`src/source/rdma_pkg.sv`:
```
/*
 * Opcodes, field widths, command structs and the 64-bit network
 * header word shared by the RDMA reliable-connection engine
 */
package rdma_pkg;

  // Field widths
  localparam int OP_BITS    = 4;
  localparam int QPN_BITS   = 4;
  localparam int PSN_BITS   = 24;
  localparam int PID_BITS   = 4;
  localparam int VADDR_BITS = 16;
  localparam int LEN_BITS   = 12;

  // Padding that fills the ACK view up to 64 bits
  localparam int ACK_RSVD_BITS = 64 - OP_BITS - QPN_BITS - PSN_BITS - PID_BITS - 1;

  // Opcodes
  localparam logic [OP_BITS-1:0] OP_WRITE = 4'd1;
  localparam logic [OP_BITS-1:0] OP_ACK   = 4'd2;

  // User command on the send queue
  typedef struct packed {
    logic [OP_BITS-1:0]    opcode;
    logic [QPN_BITS-1:0]   qpn;
    logic [PID_BITS-1:0]   pid;
    logic [VADDR_BITS-1:0] vaddr;
    logic [LEN_BITS-1:0]   len;
  } rdma_sq_t;

  // Memory read or write request
  typedef struct packed {
    logic [VADDR_BITS-1:0] vaddr;
    logic [LEN_BITS-1:0]   len;
    logic [PID_BITS-1:0]   pid;
  } mem_cmd_t;

  // Completion handed back to the user
  typedef struct packed {
    logic [QPN_BITS-1:0] qpn;
    logic [PID_BITS-1:0] pid;
    logic                is_nak;
  } rdma_ack_t;

  // ACK or NAK to be sent, from the receive side to the transmit side
  typedef struct packed {
    logic [QPN_BITS-1:0] qpn;
    logic [PSN_BITS-1:0] psn;
    logic [PID_BITS-1:0] pid;
    logic                is_nak;
  } ack_req_t;

  // Request header view
  typedef struct packed {
    logic [OP_BITS-1:0]    opcode;
    logic [QPN_BITS-1:0]   qpn;
    logic [PSN_BITS-1:0]   psn;
    logic [PID_BITS-1:0]   pid;
    logic [VADDR_BITS-1:0] vaddr;
    logic [LEN_BITS-1:0]   len;
  } net_req_t;

  // ACK header view, reserved bits sent as zero
  typedef struct packed {
    logic [OP_BITS-1:0]       opcode;
    logic [QPN_BITS-1:0]      qpn;
    logic [PSN_BITS-1:0]      psn;
    logic [PID_BITS-1:0]      pid;
    logic                     is_nak;
    logic [ACK_RSVD_BITS-1:0] rsvd;
  } net_ack_t;

  // One network word, decoded by its leading opcode
  typedef union packed {
    net_req_t req;
    net_ack_t ack;
  } net_word_u;

endpackage

```
`src/source/sq_flow_ctrl.sv`:
```
/*
 * Send queue flow control, counts commands in flight
 * and holds off the user at the outstanding limit
 */
`timescale 1ns/1ps

module sq_flow_ctrl #(
  parameter int MAX_OUTSTANDING = 4
) (
  input  logic nclk,
  input  logic nresetn,
  input  logic sq_valid,
  input  logic tx_sq_ready,
  input  logic ack_valid,
  output logic sq_ready,
  output logic sq_accept
);

  localparam int CNT_BITS = $clog2(MAX_OUTSTANDING + 1);

  // Commands sent but not yet acknowledged
  logic [CNT_BITS-1:0] cnt_outst;

  assign sq_ready  = (cnt_outst < CNT_BITS'(MAX_OUTSTANDING)) && tx_sq_ready;
  assign sq_accept = sq_valid && sq_ready;

  // Accept and ack in the same cycle cancel out
  always_ff @(posedge nclk) begin
    if (!nresetn) begin
      cnt_outst <= '0;
    end else if (sq_accept && !ack_valid) begin
      cnt_outst <= cnt_outst + 1'b1;
    end else if (ack_valid && !sq_accept && (cnt_outst != '0)) begin
      cnt_outst <= cnt_outst - 1'b1;
    end
  end

  cnt_limit_a: assert property (
    @(posedge nclk) disable iff (!nresetn)
    cnt_outst <= CNT_BITS'(MAX_OUTSTANDING)
  ) else $error("outstanding count above MAX_OUTSTANDING");

  // Remote side must only ack what was sent
  ack_no_cmd_a: assert property (
    @(posedge nclk) disable iff (!nresetn)
    ack_valid |-> (cnt_outst != '0)
  ) else $error("ack received with no command outstanding");

endmodule

```
`src/source/tx_engine.sv`:
```
/*
 * Transmit engine, builds request and ACK header words,
 * keeps the per-QP send PSN and issues memory read requests
 */
`timescale 1ns/1ps

module tx_engine
  import rdma_pkg::*;
#(
  parameter int N_QP = 4
) (
  input  logic      nclk,
  input  logic      nresetn,
  input  logic      sq_accept,
  input  rdma_sq_t  sq_data,
  input  logic      ack_req_valid,
  input  ack_req_t  ack_req,
  output logic      tx_sq_ready,
  output logic      tx_valid,
  output net_word_u tx_data,
  output logic      rd_req_valid,
  output mem_cmd_t  rd_req_data
);

  localparam int QP_IDX_BITS = (N_QP > 1) ? $clog2(N_QP) : 1;

  logic [PSN_BITS-1:0]    send_psn [N_QP];
  logic [QP_IDX_BITS-1:0] sq_qp;
  logic                   sq_take;
  net_word_u              tx_word;

  assign sq_qp   = sq_data.qpn[QP_IDX_BITS-1:0];
  assign sq_take = sq_accept && !ack_req_valid;

  // ACK requests win the tx slot
  assign tx_sq_ready = !ack_req_valid;

  always_comb begin
    tx_word = '0;
    if (ack_req_valid) begin
      tx_word.ack.opcode = OP_ACK;
      tx_word.ack.qpn    = ack_req.qpn;
      tx_word.ack.psn    = ack_req.psn;
      tx_word.ack.pid    = ack_req.pid;
      tx_word.ack.is_nak = ack_req.is_nak;
    end else begin
      tx_word.req.opcode = sq_data.opcode;
      tx_word.req.qpn    = sq_data.qpn;
      tx_word.req.psn    = send_psn[sq_qp];
      tx_word.req.pid    = sq_data.pid;
      tx_word.req.vaddr  = sq_data.vaddr;
      tx_word.req.len    = sq_data.len;
    end
  end

  always_ff @(posedge nclk) begin
    if (!nresetn) begin
      tx_valid     <= 1'b0;
      rd_req_valid <= 1'b0;
      for (int i = 0; i < N_QP; i++) begin
        send_psn[i] <= '0;
      end
    end else begin
      tx_valid     <= ack_req_valid || sq_accept;
      rd_req_valid <= sq_take;
      if (sq_take) begin
        send_psn[sq_qp] <= send_psn[sq_qp] + 1'b1;
      end
    end
  end

  // Header and read request payload
  always_ff @(posedge nclk) begin
    tx_data           <= tx_word;
    rd_req_data.vaddr <= sq_data.vaddr;
    rd_req_data.len   <= sq_data.len;
    rd_req_data.pid   <= sq_data.pid;
  end

  // Flow control must hold the send queue while an ACK is pending
  accept_vs_ack_a: assert property (
    @(posedge nclk) disable iff (!nresetn)
    sq_accept |-> !ack_req_valid
  ) else $error("send command accepted in an ACK cycle");

endmodule

```
`src/source/rx_engine.sv`:
```
/*
 * Receive engine, decodes network words, checks the PSN per QP,
 * issues memory writes, ACK/NAK requests and user completions
 */
`timescale 1ns/1ps

module rx_engine
  import rdma_pkg::*;
#(
  parameter int N_QP = 4
) (
  input  logic      nclk,
  input  logic      nresetn,
  input  logic      rx_valid,
  input  net_word_u rx_data,
  output logic      wr_req_valid,
  output mem_cmd_t  wr_req_data,
  output logic      ack_req_valid,
  output ack_req_t  ack_req,
  output logic      ack_valid,
  output rdma_ack_t ack_data,
  output logic      psn_drop
);

  localparam int QP_IDX_BITS = (N_QP > 1) ? $clog2(N_QP) : 1;

  logic [PSN_BITS-1:0]    exp_psn [N_QP];
  logic [QP_IDX_BITS-1:0] rx_qp;
  logic                   is_write;
  logic                   is_ack;
  logic                   in_order;

  assign rx_qp = rx_data.req.qpn[QP_IDX_BITS-1:0];

  // Opcode sits in the same bits in both views
  assign is_write = rx_valid && (rx_data.req.opcode == OP_WRITE);
  assign is_ack   = rx_valid && (rx_data.ack.opcode == OP_ACK);
  assign in_order = (rx_data.req.psn == exp_psn[rx_qp]);

  always_ff @(posedge nclk) begin
    if (!nresetn) begin
      wr_req_valid  <= 1'b0;
      ack_req_valid <= 1'b0;
      ack_valid     <= 1'b0;
      psn_drop      <= 1'b0;
      for (int i = 0; i < N_QP; i++) begin
        exp_psn[i] <= '0;
      end
    end else begin
      wr_req_valid  <= is_write && in_order;
      ack_req_valid <= is_write;
      psn_drop      <= is_write && !in_order;
      ack_valid     <= is_ack;
      // Out-of-order words leave the expected PSN alone
      if (is_write && in_order) begin
        exp_psn[rx_qp] <= exp_psn[rx_qp] + 1'b1;
      end
    end
  end

  // Request view into write and ACK payload
  always_ff @(posedge nclk) begin
    wr_req_data.vaddr <= rx_data.req.vaddr;
    wr_req_data.len   <= rx_data.req.len;
    wr_req_data.pid   <= rx_data.req.pid;

    ack_req.qpn    <= rx_data.req.qpn;
    // Same as the word's PSN when in order, the expected one for a NAK
    ack_req.psn    <= exp_psn[rx_qp];
    ack_req.pid    <= rx_data.req.pid;
    ack_req.is_nak <= !in_order;
  end

  // ACK view into the user completion
  always_ff @(posedge nclk) begin
    ack_data.qpn    <= rx_data.ack.qpn;
    ack_data.pid    <= rx_data.ack.pid;
    ack_data.is_nak <= rx_data.ack.is_nak;
  end

  // Remote peer only uses configured queue pairs
  qpn_range_a: assert property (
    @(posedge nclk) disable iff (!nresetn)
    rx_valid |-> (rx_data.req.qpn < N_QP)
  ) else $error("received word for qpn %0d outside N_QP", rx_data.req.qpn);

endmodule

```
`src/source/pkt_counters.sv`:
```
/*
 * Received, transmitted and PSN-drop packet counters
 */
`timescale 1ns/1ps

module pkt_counters (
  input  logic        nclk,
  input  logic        nresetn,
  input  logic        tx_valid,
  input  logic        rx_valid,
  input  logic        psn_drop,
  output logic [31:0] rx_pkt_count,
  output logic [31:0] tx_pkt_count,
  output logic [31:0] psn_drop_count
);

  localparam int N_CNT = 3;

  logic [N_CNT-1:0] strobe;
  logic [31:0]      count [N_CNT];

  // Slot order rx, tx, drop
  assign strobe = {psn_drop, tx_valid, rx_valid};

  // Plain wrap at 2^32
  always_ff @(posedge nclk) begin
    if (!nresetn) begin
      for (int i = 0; i < N_CNT; i++) begin
        count[i] <= '0;
      end
    end else begin
      for (int i = 0; i < N_CNT; i++) begin
        if (strobe[i]) begin
          count[i] <= count[i] + 32'd1;
        end
      end
    end
  end

  assign rx_pkt_count   = count[0];
  assign tx_pkt_count   = count[1];
  assign psn_drop_count = count[2];

endmodule

```
`src/source/roce_lite_stack.sv`:
```
/*
 * RDMA reliable-connection engine top, flow control,
 * transmit and receive engines and packet counters
 */
`timescale 1ns/1ps

module roce_lite_stack
  import rdma_pkg::*;
#(
  parameter int N_QP            = 4,
  parameter int MAX_OUTSTANDING = 4
) (
  input  logic        nclk,
  input  logic        nresetn,

  // User send queue
  input  logic        sq_valid,
  output logic        sq_ready,
  input  rdma_sq_t    sq_data,

  // Network
  output logic        tx_valid,
  output net_word_u   tx_data,
  input  logic        rx_valid,
  input  net_word_u   rx_data,

  // Memory requests
  output logic        rd_req_valid,
  output mem_cmd_t    rd_req_data,
  output logic        wr_req_valid,
  output mem_cmd_t    wr_req_data,

  // User completions
  output logic        ack_valid,
  output rdma_ack_t   ack_data,

  // Statistics
  output logic [31:0] rx_pkt_count,
  output logic [31:0] tx_pkt_count,
  output logic [31:0] psn_drop_count
);

  logic     sq_accept;
  logic     tx_sq_ready;
  logic     ack_req_valid;
  ack_req_t ack_req;
  logic     psn_drop;

  sq_flow_ctrl #(
    .MAX_OUTSTANDING (MAX_OUTSTANDING)
  ) sq_flow_ctrl_i (
    .nclk        (nclk),
    .nresetn     (nresetn),
    .sq_valid    (sq_valid),
    .tx_sq_ready (tx_sq_ready),
    .ack_valid   (ack_valid),
    .sq_ready    (sq_ready),
    .sq_accept   (sq_accept)
  );

  tx_engine #(
    .N_QP (N_QP)
  ) tx_engine_i (
    .nclk          (nclk),
    .nresetn       (nresetn),
    .sq_accept     (sq_accept),
    .sq_data       (sq_data),
    .ack_req_valid (ack_req_valid),
    .ack_req       (ack_req),
    .tx_sq_ready   (tx_sq_ready),
    .tx_valid      (tx_valid),
    .tx_data       (tx_data),
    .rd_req_valid  (rd_req_valid),
    .rd_req_data   (rd_req_data)
  );

  rx_engine #(
    .N_QP (N_QP)
  ) rx_engine_i (
    .nclk          (nclk),
    .nresetn       (nresetn),
    .rx_valid      (rx_valid),
    .rx_data       (rx_data),
    .wr_req_valid  (wr_req_valid),
    .wr_req_data   (wr_req_data),
    .ack_req_valid (ack_req_valid),
    .ack_req       (ack_req),
    .ack_valid     (ack_valid),
    .ack_data      (ack_data),
    .psn_drop      (psn_drop)
  );

  pkt_counters pkt_counters_i (
    .nclk           (nclk),
    .nresetn        (nresetn),
    .tx_valid       (tx_valid),
    .rx_valid       (rx_valid),
    .psn_drop       (psn_drop),
    .rx_pkt_count   (rx_pkt_count),
    .tx_pkt_count   (tx_pkt_count),
    .psn_drop_count (psn_drop_count)
  );

endmodule

```
`config.mk`:
```
export PLATFORM = sky130hd
export DESIGN_NAME = roce_lite_stack
export DESIGN_NICKNAME = d
export VERILOG_FILES = /design/src/source/rdma_pkg.sv /design/src/source/sq_flow_ctrl.sv /design/src/source/tx_engine.sv /design/src/source/rx_engine.sv /design/src/source/pkt_counters.sv /design/src/source/roce_lite_stack.sv
export SDC_FILE = /design/constraint.sdc
export NUM_CORES = 1
export LEC_CHECK = 0
export BUFFER_PORTS_ARGS = -buffer_cell sky130_fd_sc_hd__buf_4
export CORE_UTILIZATION = 30
export CTS_BUF_LIST = sky130_fd_sc_hd__clkbuf_4 sky130_fd_sc_hd__clkbuf_8
export DETAILED_ROUTE_END_ITERATION = 16
export PLACE_DENSITY = 0.61
export SKIP_LAST_GASP = 1
export SYNTH_ARGS = -nofsm -noshare
export SYNTH_HDL_FRONTEND = slang
export SYNTH_SLANG_ARGS = --single-unit
export TNS_END_PERCENT = 10
```
`constraint.sdc`:
```
create_clock -name nclk -period 4.75 [get_ports nclk]
set_input_delay 0.475 -clock nclk [delete_from_list [all_inputs] [get_ports nclk]]
set_output_delay 0.475 -clock nclk [all_outputs]
set_load 0.02 [all_outputs]
```
; ---- After elaboration in Yosys (flattened, before gate mapping)
; Memory sizes are Yosys's and may differ from the RTL's.
; Index checks and enable logic that the tools add are counted.
[word_totals]
register_bits = 167
out_inout_bits = 238
inputBits = 108
mem_count = 3
mem_bits_rw = 288
[memory_table]
columns = memory, depth, width, rd, rd_clocked_by_memory_dff, write_ports, line
row1 = pkt_counters_i.count, 3, 32, 3, 0, 3, pkt_counters.sv:20  ; logic [31:0] count [N_CNT];
row2 = rx_engine_i.exp_psn, 4, 24, 1, 0, 4, rx_engine.sv:27  ; logic [PSN_BITS-1:0] exp_psn [N_QP];
row3 = tx_engine_i.send_psn, 4, 24, 1, 0, 4, tx_engine.sv:27  ; logic [PSN_BITS-1:0] send_psn [N_QP];
[op_classes]
addsub = 7
n_lt_le_gt_ge = 1
mux = 28
n_eq_ne = 3
n_bitwise = 3
n_reduce_logical = 19
[op_table]
columns = cell, count
row1 = 32-bit by 1-bit adder with 32-bit output (second input constant), 3
row2 = 32-bit 2-to-1 mux, 3
row3 = 24-bit by 1-bit adder with 24-bit output (second input constant), 2
row4 = 24-bit 2-to-1 mux, 2
row5 = 24-bit OR reduction, 2
row6 = 33-bit 2-to-1 mux, 1
row7 = 24-bit == test, 1
row8 = 1-bit 2-to-1 mux, 18
row9 = 1-bit logical AND, 10
row10 = 3-bit 2-to-1 mux, 2
row11 = 4-bit by 1-bit == test with 1-bit output (second input constant), 1
row12 = 4-bit by 2-bit == test with 1-bit output (second input constant), 1
row13 = 1-bit zero test, 4
row14 = 2-bit 2-to-1 mux, 2
row15 = 3-bit by 1-bit adder with 3-bit output (second input constant), 1
row16 = 3-bit < comparator (second input constant), 1
row17 = 1-bit OR, 3
row18 = 3-bit nonzero test, 1
row19 = 3-bit by 1-bit subtractor with 3-bit output (second input constant), 1
row20 = 2-bit nonzero test, 1
row21 = 1-bit logical OR, 1

; ---- Logic depth before layout (Yosys ltp)
[logic_depth]
depth_word = 9
mapped_depth = 10
mapped_depth_nobuf = 6

; ---- Cells and area by module
; From an unflattened synthesis, not the netlist that was laid out.
[unflattened]
cells_unflattened = 1578
area_unflattened_um2 = 19218.4
[modules_own_cells]
columns = module, area_each_um2, cells_each, seq_area_each_um2, instances
row1 = tx_engine, 7358.3, 582, 4844.6, 1
row2 = rx_engine, 6268.5, 450, 4184.0, 1
row3 = pkt_counters, 5370.2, 523, 2882.8, 1
row4 = sq_flow_ctrl, 221.5, 23, 60.1, 1

; ---- Least setup slack after synthesis
; OpenSTA, ideal clock, no wires.
[synth_path]
path_kind = input to register
start = input rx_data[56] in the netlist's numbering
end = memory rx_engine_i.exp_psn[2][0] (enable)
required_ns = 4.312
n_path_buf = 3
slack_ns = 0.185
setup_ns = 0.438
arrival_time_ns = 4.127
stages = 8
cell_sequence = buf_6 buf_6 mux4_2 xor2_1 nor4_4 nand4_2 buf_6 o21ai_0
[synth_rtl]
columns = item, line
row1 = "start, declared", roce_lite_stack.sv:25  ; input net_word_u rx_data,
row2 = "end, declared", rx_engine.sv:27

==> results.tsv <==
stage	metric	value	unit
status	run_status	finished, final reports clean	
worst_setup_path	slowest_delay	0.67	ns
worst_setup_path	cp_common_cell	buf_4	
global_routing	grt_max_degree	65	
cells_and_area	nNetsFinal	2060	
worst_setup_path	rrSetupSlack	1.65	ns
flow_run	maxCapViolCount	0	
cells_and_area	design_area	0.02472	mm^2
clock_network	cts_sinks	454	
sta	finalHoldViolations	0	
routing	drc	0	
min_path	hold_class	primary input to flip-flop	
clock_network	cts.htree.levels	3	
global_routing	overflow	0	
synth	ys.flop_type	edfxtp_1	
global_routing	gr-usage-all-layers	16.28	%
cells_and_area	instances_no_fill	2847	
worst_setup_path	cpLargestDelayFamily	buffers and inverters	
floorplanning	die_w	252.4	um
sta	tightest_slew	1.133	ns
sta	rsz0062_at_grt	false	
sta	setup_viol	0	
min_path	hp-start	sq_data[35]	
synth	synth.avg_cell_area	12.46	um^2
worst_setup_path	worst-path-buf-inv	3	
synth	seq_area_frac_synth	63.64	%
floorplanning	core_area	0.06183	mm^2
floorplanning	placementRows	91	
pwr	vdd_drop_max	250.2	uV
clock_network	cts_hold_buf	71	
pwr	p_per_area	395.2	mW/mm^2
routing	drtIter0Drc	975	
worst_setup_path	crit_chain	buf_4 -> mux4_2 -> xor2_1 -> nor4_1 -> nand4_1 -> buf_4 -> o31ai_4 -> buf_4	
placement	pre_cts_slack	0.9507	ns
worst_setup_path	cp.arrival	3.40	ns
worst_setup_path	cp.required	5.05	ns
clock_network	cts_buffers	80	
floorplanning	top_level_ports	346	
routing	vias	13870	
clock_network	ctsRootBufferMaster	clkbuf_8	
clock_network	clkTransAtPathRegs	0.06	ns
placement	dpl.hpwl	35130	um
placement	gp_congestion	0.8216	
synth	async_flop_share	0	%
sta	fin_crit	3.104	ns
placement	place_area	0.02227	mm^2
floorplanning	initial_utilization	30.43	%
placement	dp.cells	2630	
clock_network	cts.path.max_buffers	3	
global_routing	grt_pass1_vias	13820	
synth	netlist_instances	1510	
synth	syn_area	0.01881	mm^2
global_routing	grt_pass1_wl	80170	um
sta	final.setup_skew	0.02918	ns
worst_setup_path	path_max_fanout	54	
global_routing	antenna_found_initial	1	
worst_setup_path	critPathLaunch	rx_data[56]	
worst_setup_path	r2r_start	rx_engine_i.exp_psn[3][10]	
routing	wl	52880	um
worst_setup_path	cpMaxStageDelayCell	mux4_2	
sta	fmax	322.2	MHz
cells_and_area	area_delta_synth_final	31.38	%
sta	hold_ws	0.09309	ns
cells_and_area	drive_gt1_share	29.45	%
worst_setup_path	path_class	primary input to flip-flop	
pwr	p_leak	9.310	nW
pwr	power	9.768	mW
routing	antenna_left	0	
worst_setup_path	endpoint_kind	flip-flop	
synth	ys_ff_latch	454	
routing	dr.pass1.iters	5	
synth	synth.distinct_cells	49	
sta	finalCritPeriodShare	65.34	%
synth	syn_nets	1624	
worst_setup_path	cp-start-kind	primary input	
cells_and_area	final_common_cell	buf_4	
placement	io_buffers	345	
routing	avgRoutedWirePerCell	18.57	um
floorplanning	die_area	0.06371	mm^2
cells_and_area	fin_util	39.98	%
synth	synth_warnings	0	
clock_network	insertion_delay	0.65	ns
sta	slew-limit-headroom	23.75	%
routing	detail_route.vias_per_cell	4.870	
clock_network	postCtsSetupRepairBufs	0	
clock_network	cts_tree	done	
sta	setup_tns	0	ns
cells_and_area	final_cell_mix	buf_4, edfxtp_1, dfxtp_1, nor2_1, nand2_1	
sta	layout_setup_ws	1.646	ns
sta	final_max_slew_viol_count	0	
clock_network	cts_resized	0	
cells_and_area	n_antenna_cell	0	
floorplanning	die_h	252.4	um
synth	synth-edff-count	288	
[flip-flops by register name, indices dropped and copies added, names as in the netlist]
name / cells
pkt_counters_i.count: 96
rx_engine_i.ack_data: 1
rx_engine_i.ack_req: 29
rx_engine_i.ack_req_valid: 1
rx_engine_i.ack_valid: 1
rx_engine_i.exp_psn: 96
rx_engine_i.psn_drop: 1
rx_engine_i.wr_req_data: 31
rx_engine_i.wr_req_valid: 1
sq_flow_ctrl_i.cnt_outst: 3
tx_engine_i.rd_req_data: 32
tx_engine_i.rd_req_valid: 1
tx_engine_i.send_psn: 96
tx_engine_i.tx_data: 64
tx_engine_i.tx_valid: 1
[cell usage after synthesis (3+ instances only)]
library cell | count | share of area, %
a211o_1 | 3 | 0.14
and2_1 | 10 | 0.33
o21ai_0 | 59 | 1.6
mux2_2 | 9 | 0.54
buf_4 | 15 | 0.60
or2_2 | 5 | 0.17
nand2b_1 | 4 | 0.13
nor2b_1 | 36 | 1.2
buf_2 | 15 | 0.40
or3_1 | 35 | 1.2
or4_1 | 12 | 0.48
o21a_1 | 3 | 0.12
nand3_1 | 45 | 1.2
a21oi_1 | 65 | 1.7
xnor2_1 | 52 | 2.4
mux2i_1 | 3 | 0.16
nor2_1 | 127 | 2.5
and4_1 | 16 | 0.74
o31ai_1 | 7 | 0.28
buf_6 | 6 | 0.36
buf_1 | 4 | 0.080
nor4_1 | 15 | 0.50
nand4_2 | 5 | 0.33
a211oi_1 | 33 | 1.3
dfxtp_1 | 166 | 18
xor2_1 | 55 | 2.6
ha_1 | 5 | 0.33
nor3_1 | 87 | 2.3
and3_1 | 20 | 0.67
clkbuf_1 | 51 | 1.0
nand2_1 | 112 | 2.2
nand3b_1 | 3 | 0.12
inv_1 | 34 | 0.68
mux4_2 | 47 | 5.6
nand4_1 | 38 | 1.3
edfxtp_1 | 288 | 46
[final timing paths]
check	end	depth (start not counted)
max	rx_engine_i.exp_psn[3][7]	8
min	tx_engine_i.tx_data[59]	2
max reg2reg	rx_engine_i.exp_psn[3][7]	7
min reg2reg	tx_engine_i.tx_data[47]	2
[routing by layer]
layer  track usage, %  share of wire (%)  vias to the layer above  routed length, um
met5                0              0.015                        -                  8
met4            4.883                2.2                        2               1158
met3            4.006                7.3                       79               3850
met2            27.04                 49                      531              25720
met1            20.86                 42                     6823              22140
li1                 -                  -                     6431                  -
[final cells by class]
class / count / area (um^2)
sequential: 454 / 11970
inverter: 36 / 135.1
tap: 837 / 1047
fill: 5898 / 37110
clock inverter: 26 / 271.5
multi-input combinational: 929 / 6294
clock buffer: 120 / 1464
timing repair buffer: 445 / 3531
[report_power, final]
part	total, mW	leakage [nW]	internal, mW	switching (mW)
sequential	4.64	4.41	4.48	0.162
clock	3.90	0.912	2.25	1.65
combinational	1.23	3.99	0.501	0.724
total	9.77	9.31	7.23	2.53
[logic make-up (layout without fill, tap and decap cells)]
logic type	Yosys count	in the layout	share of synthesized area, %
AND/OR/NAND/NOR	583	583	16.12
flip-flops	454	454	63.64
AO/OA/AOI/OAI	174	174	5.328
buffers and inverters	127	627	3.173
XOR/XNOR	107	107	4.982
multiplexers	59	59	6.325
adder cells (fa/ha/maj)	6	6	0.4390
No activity file was read; power rests on OpenSTA's default activity.
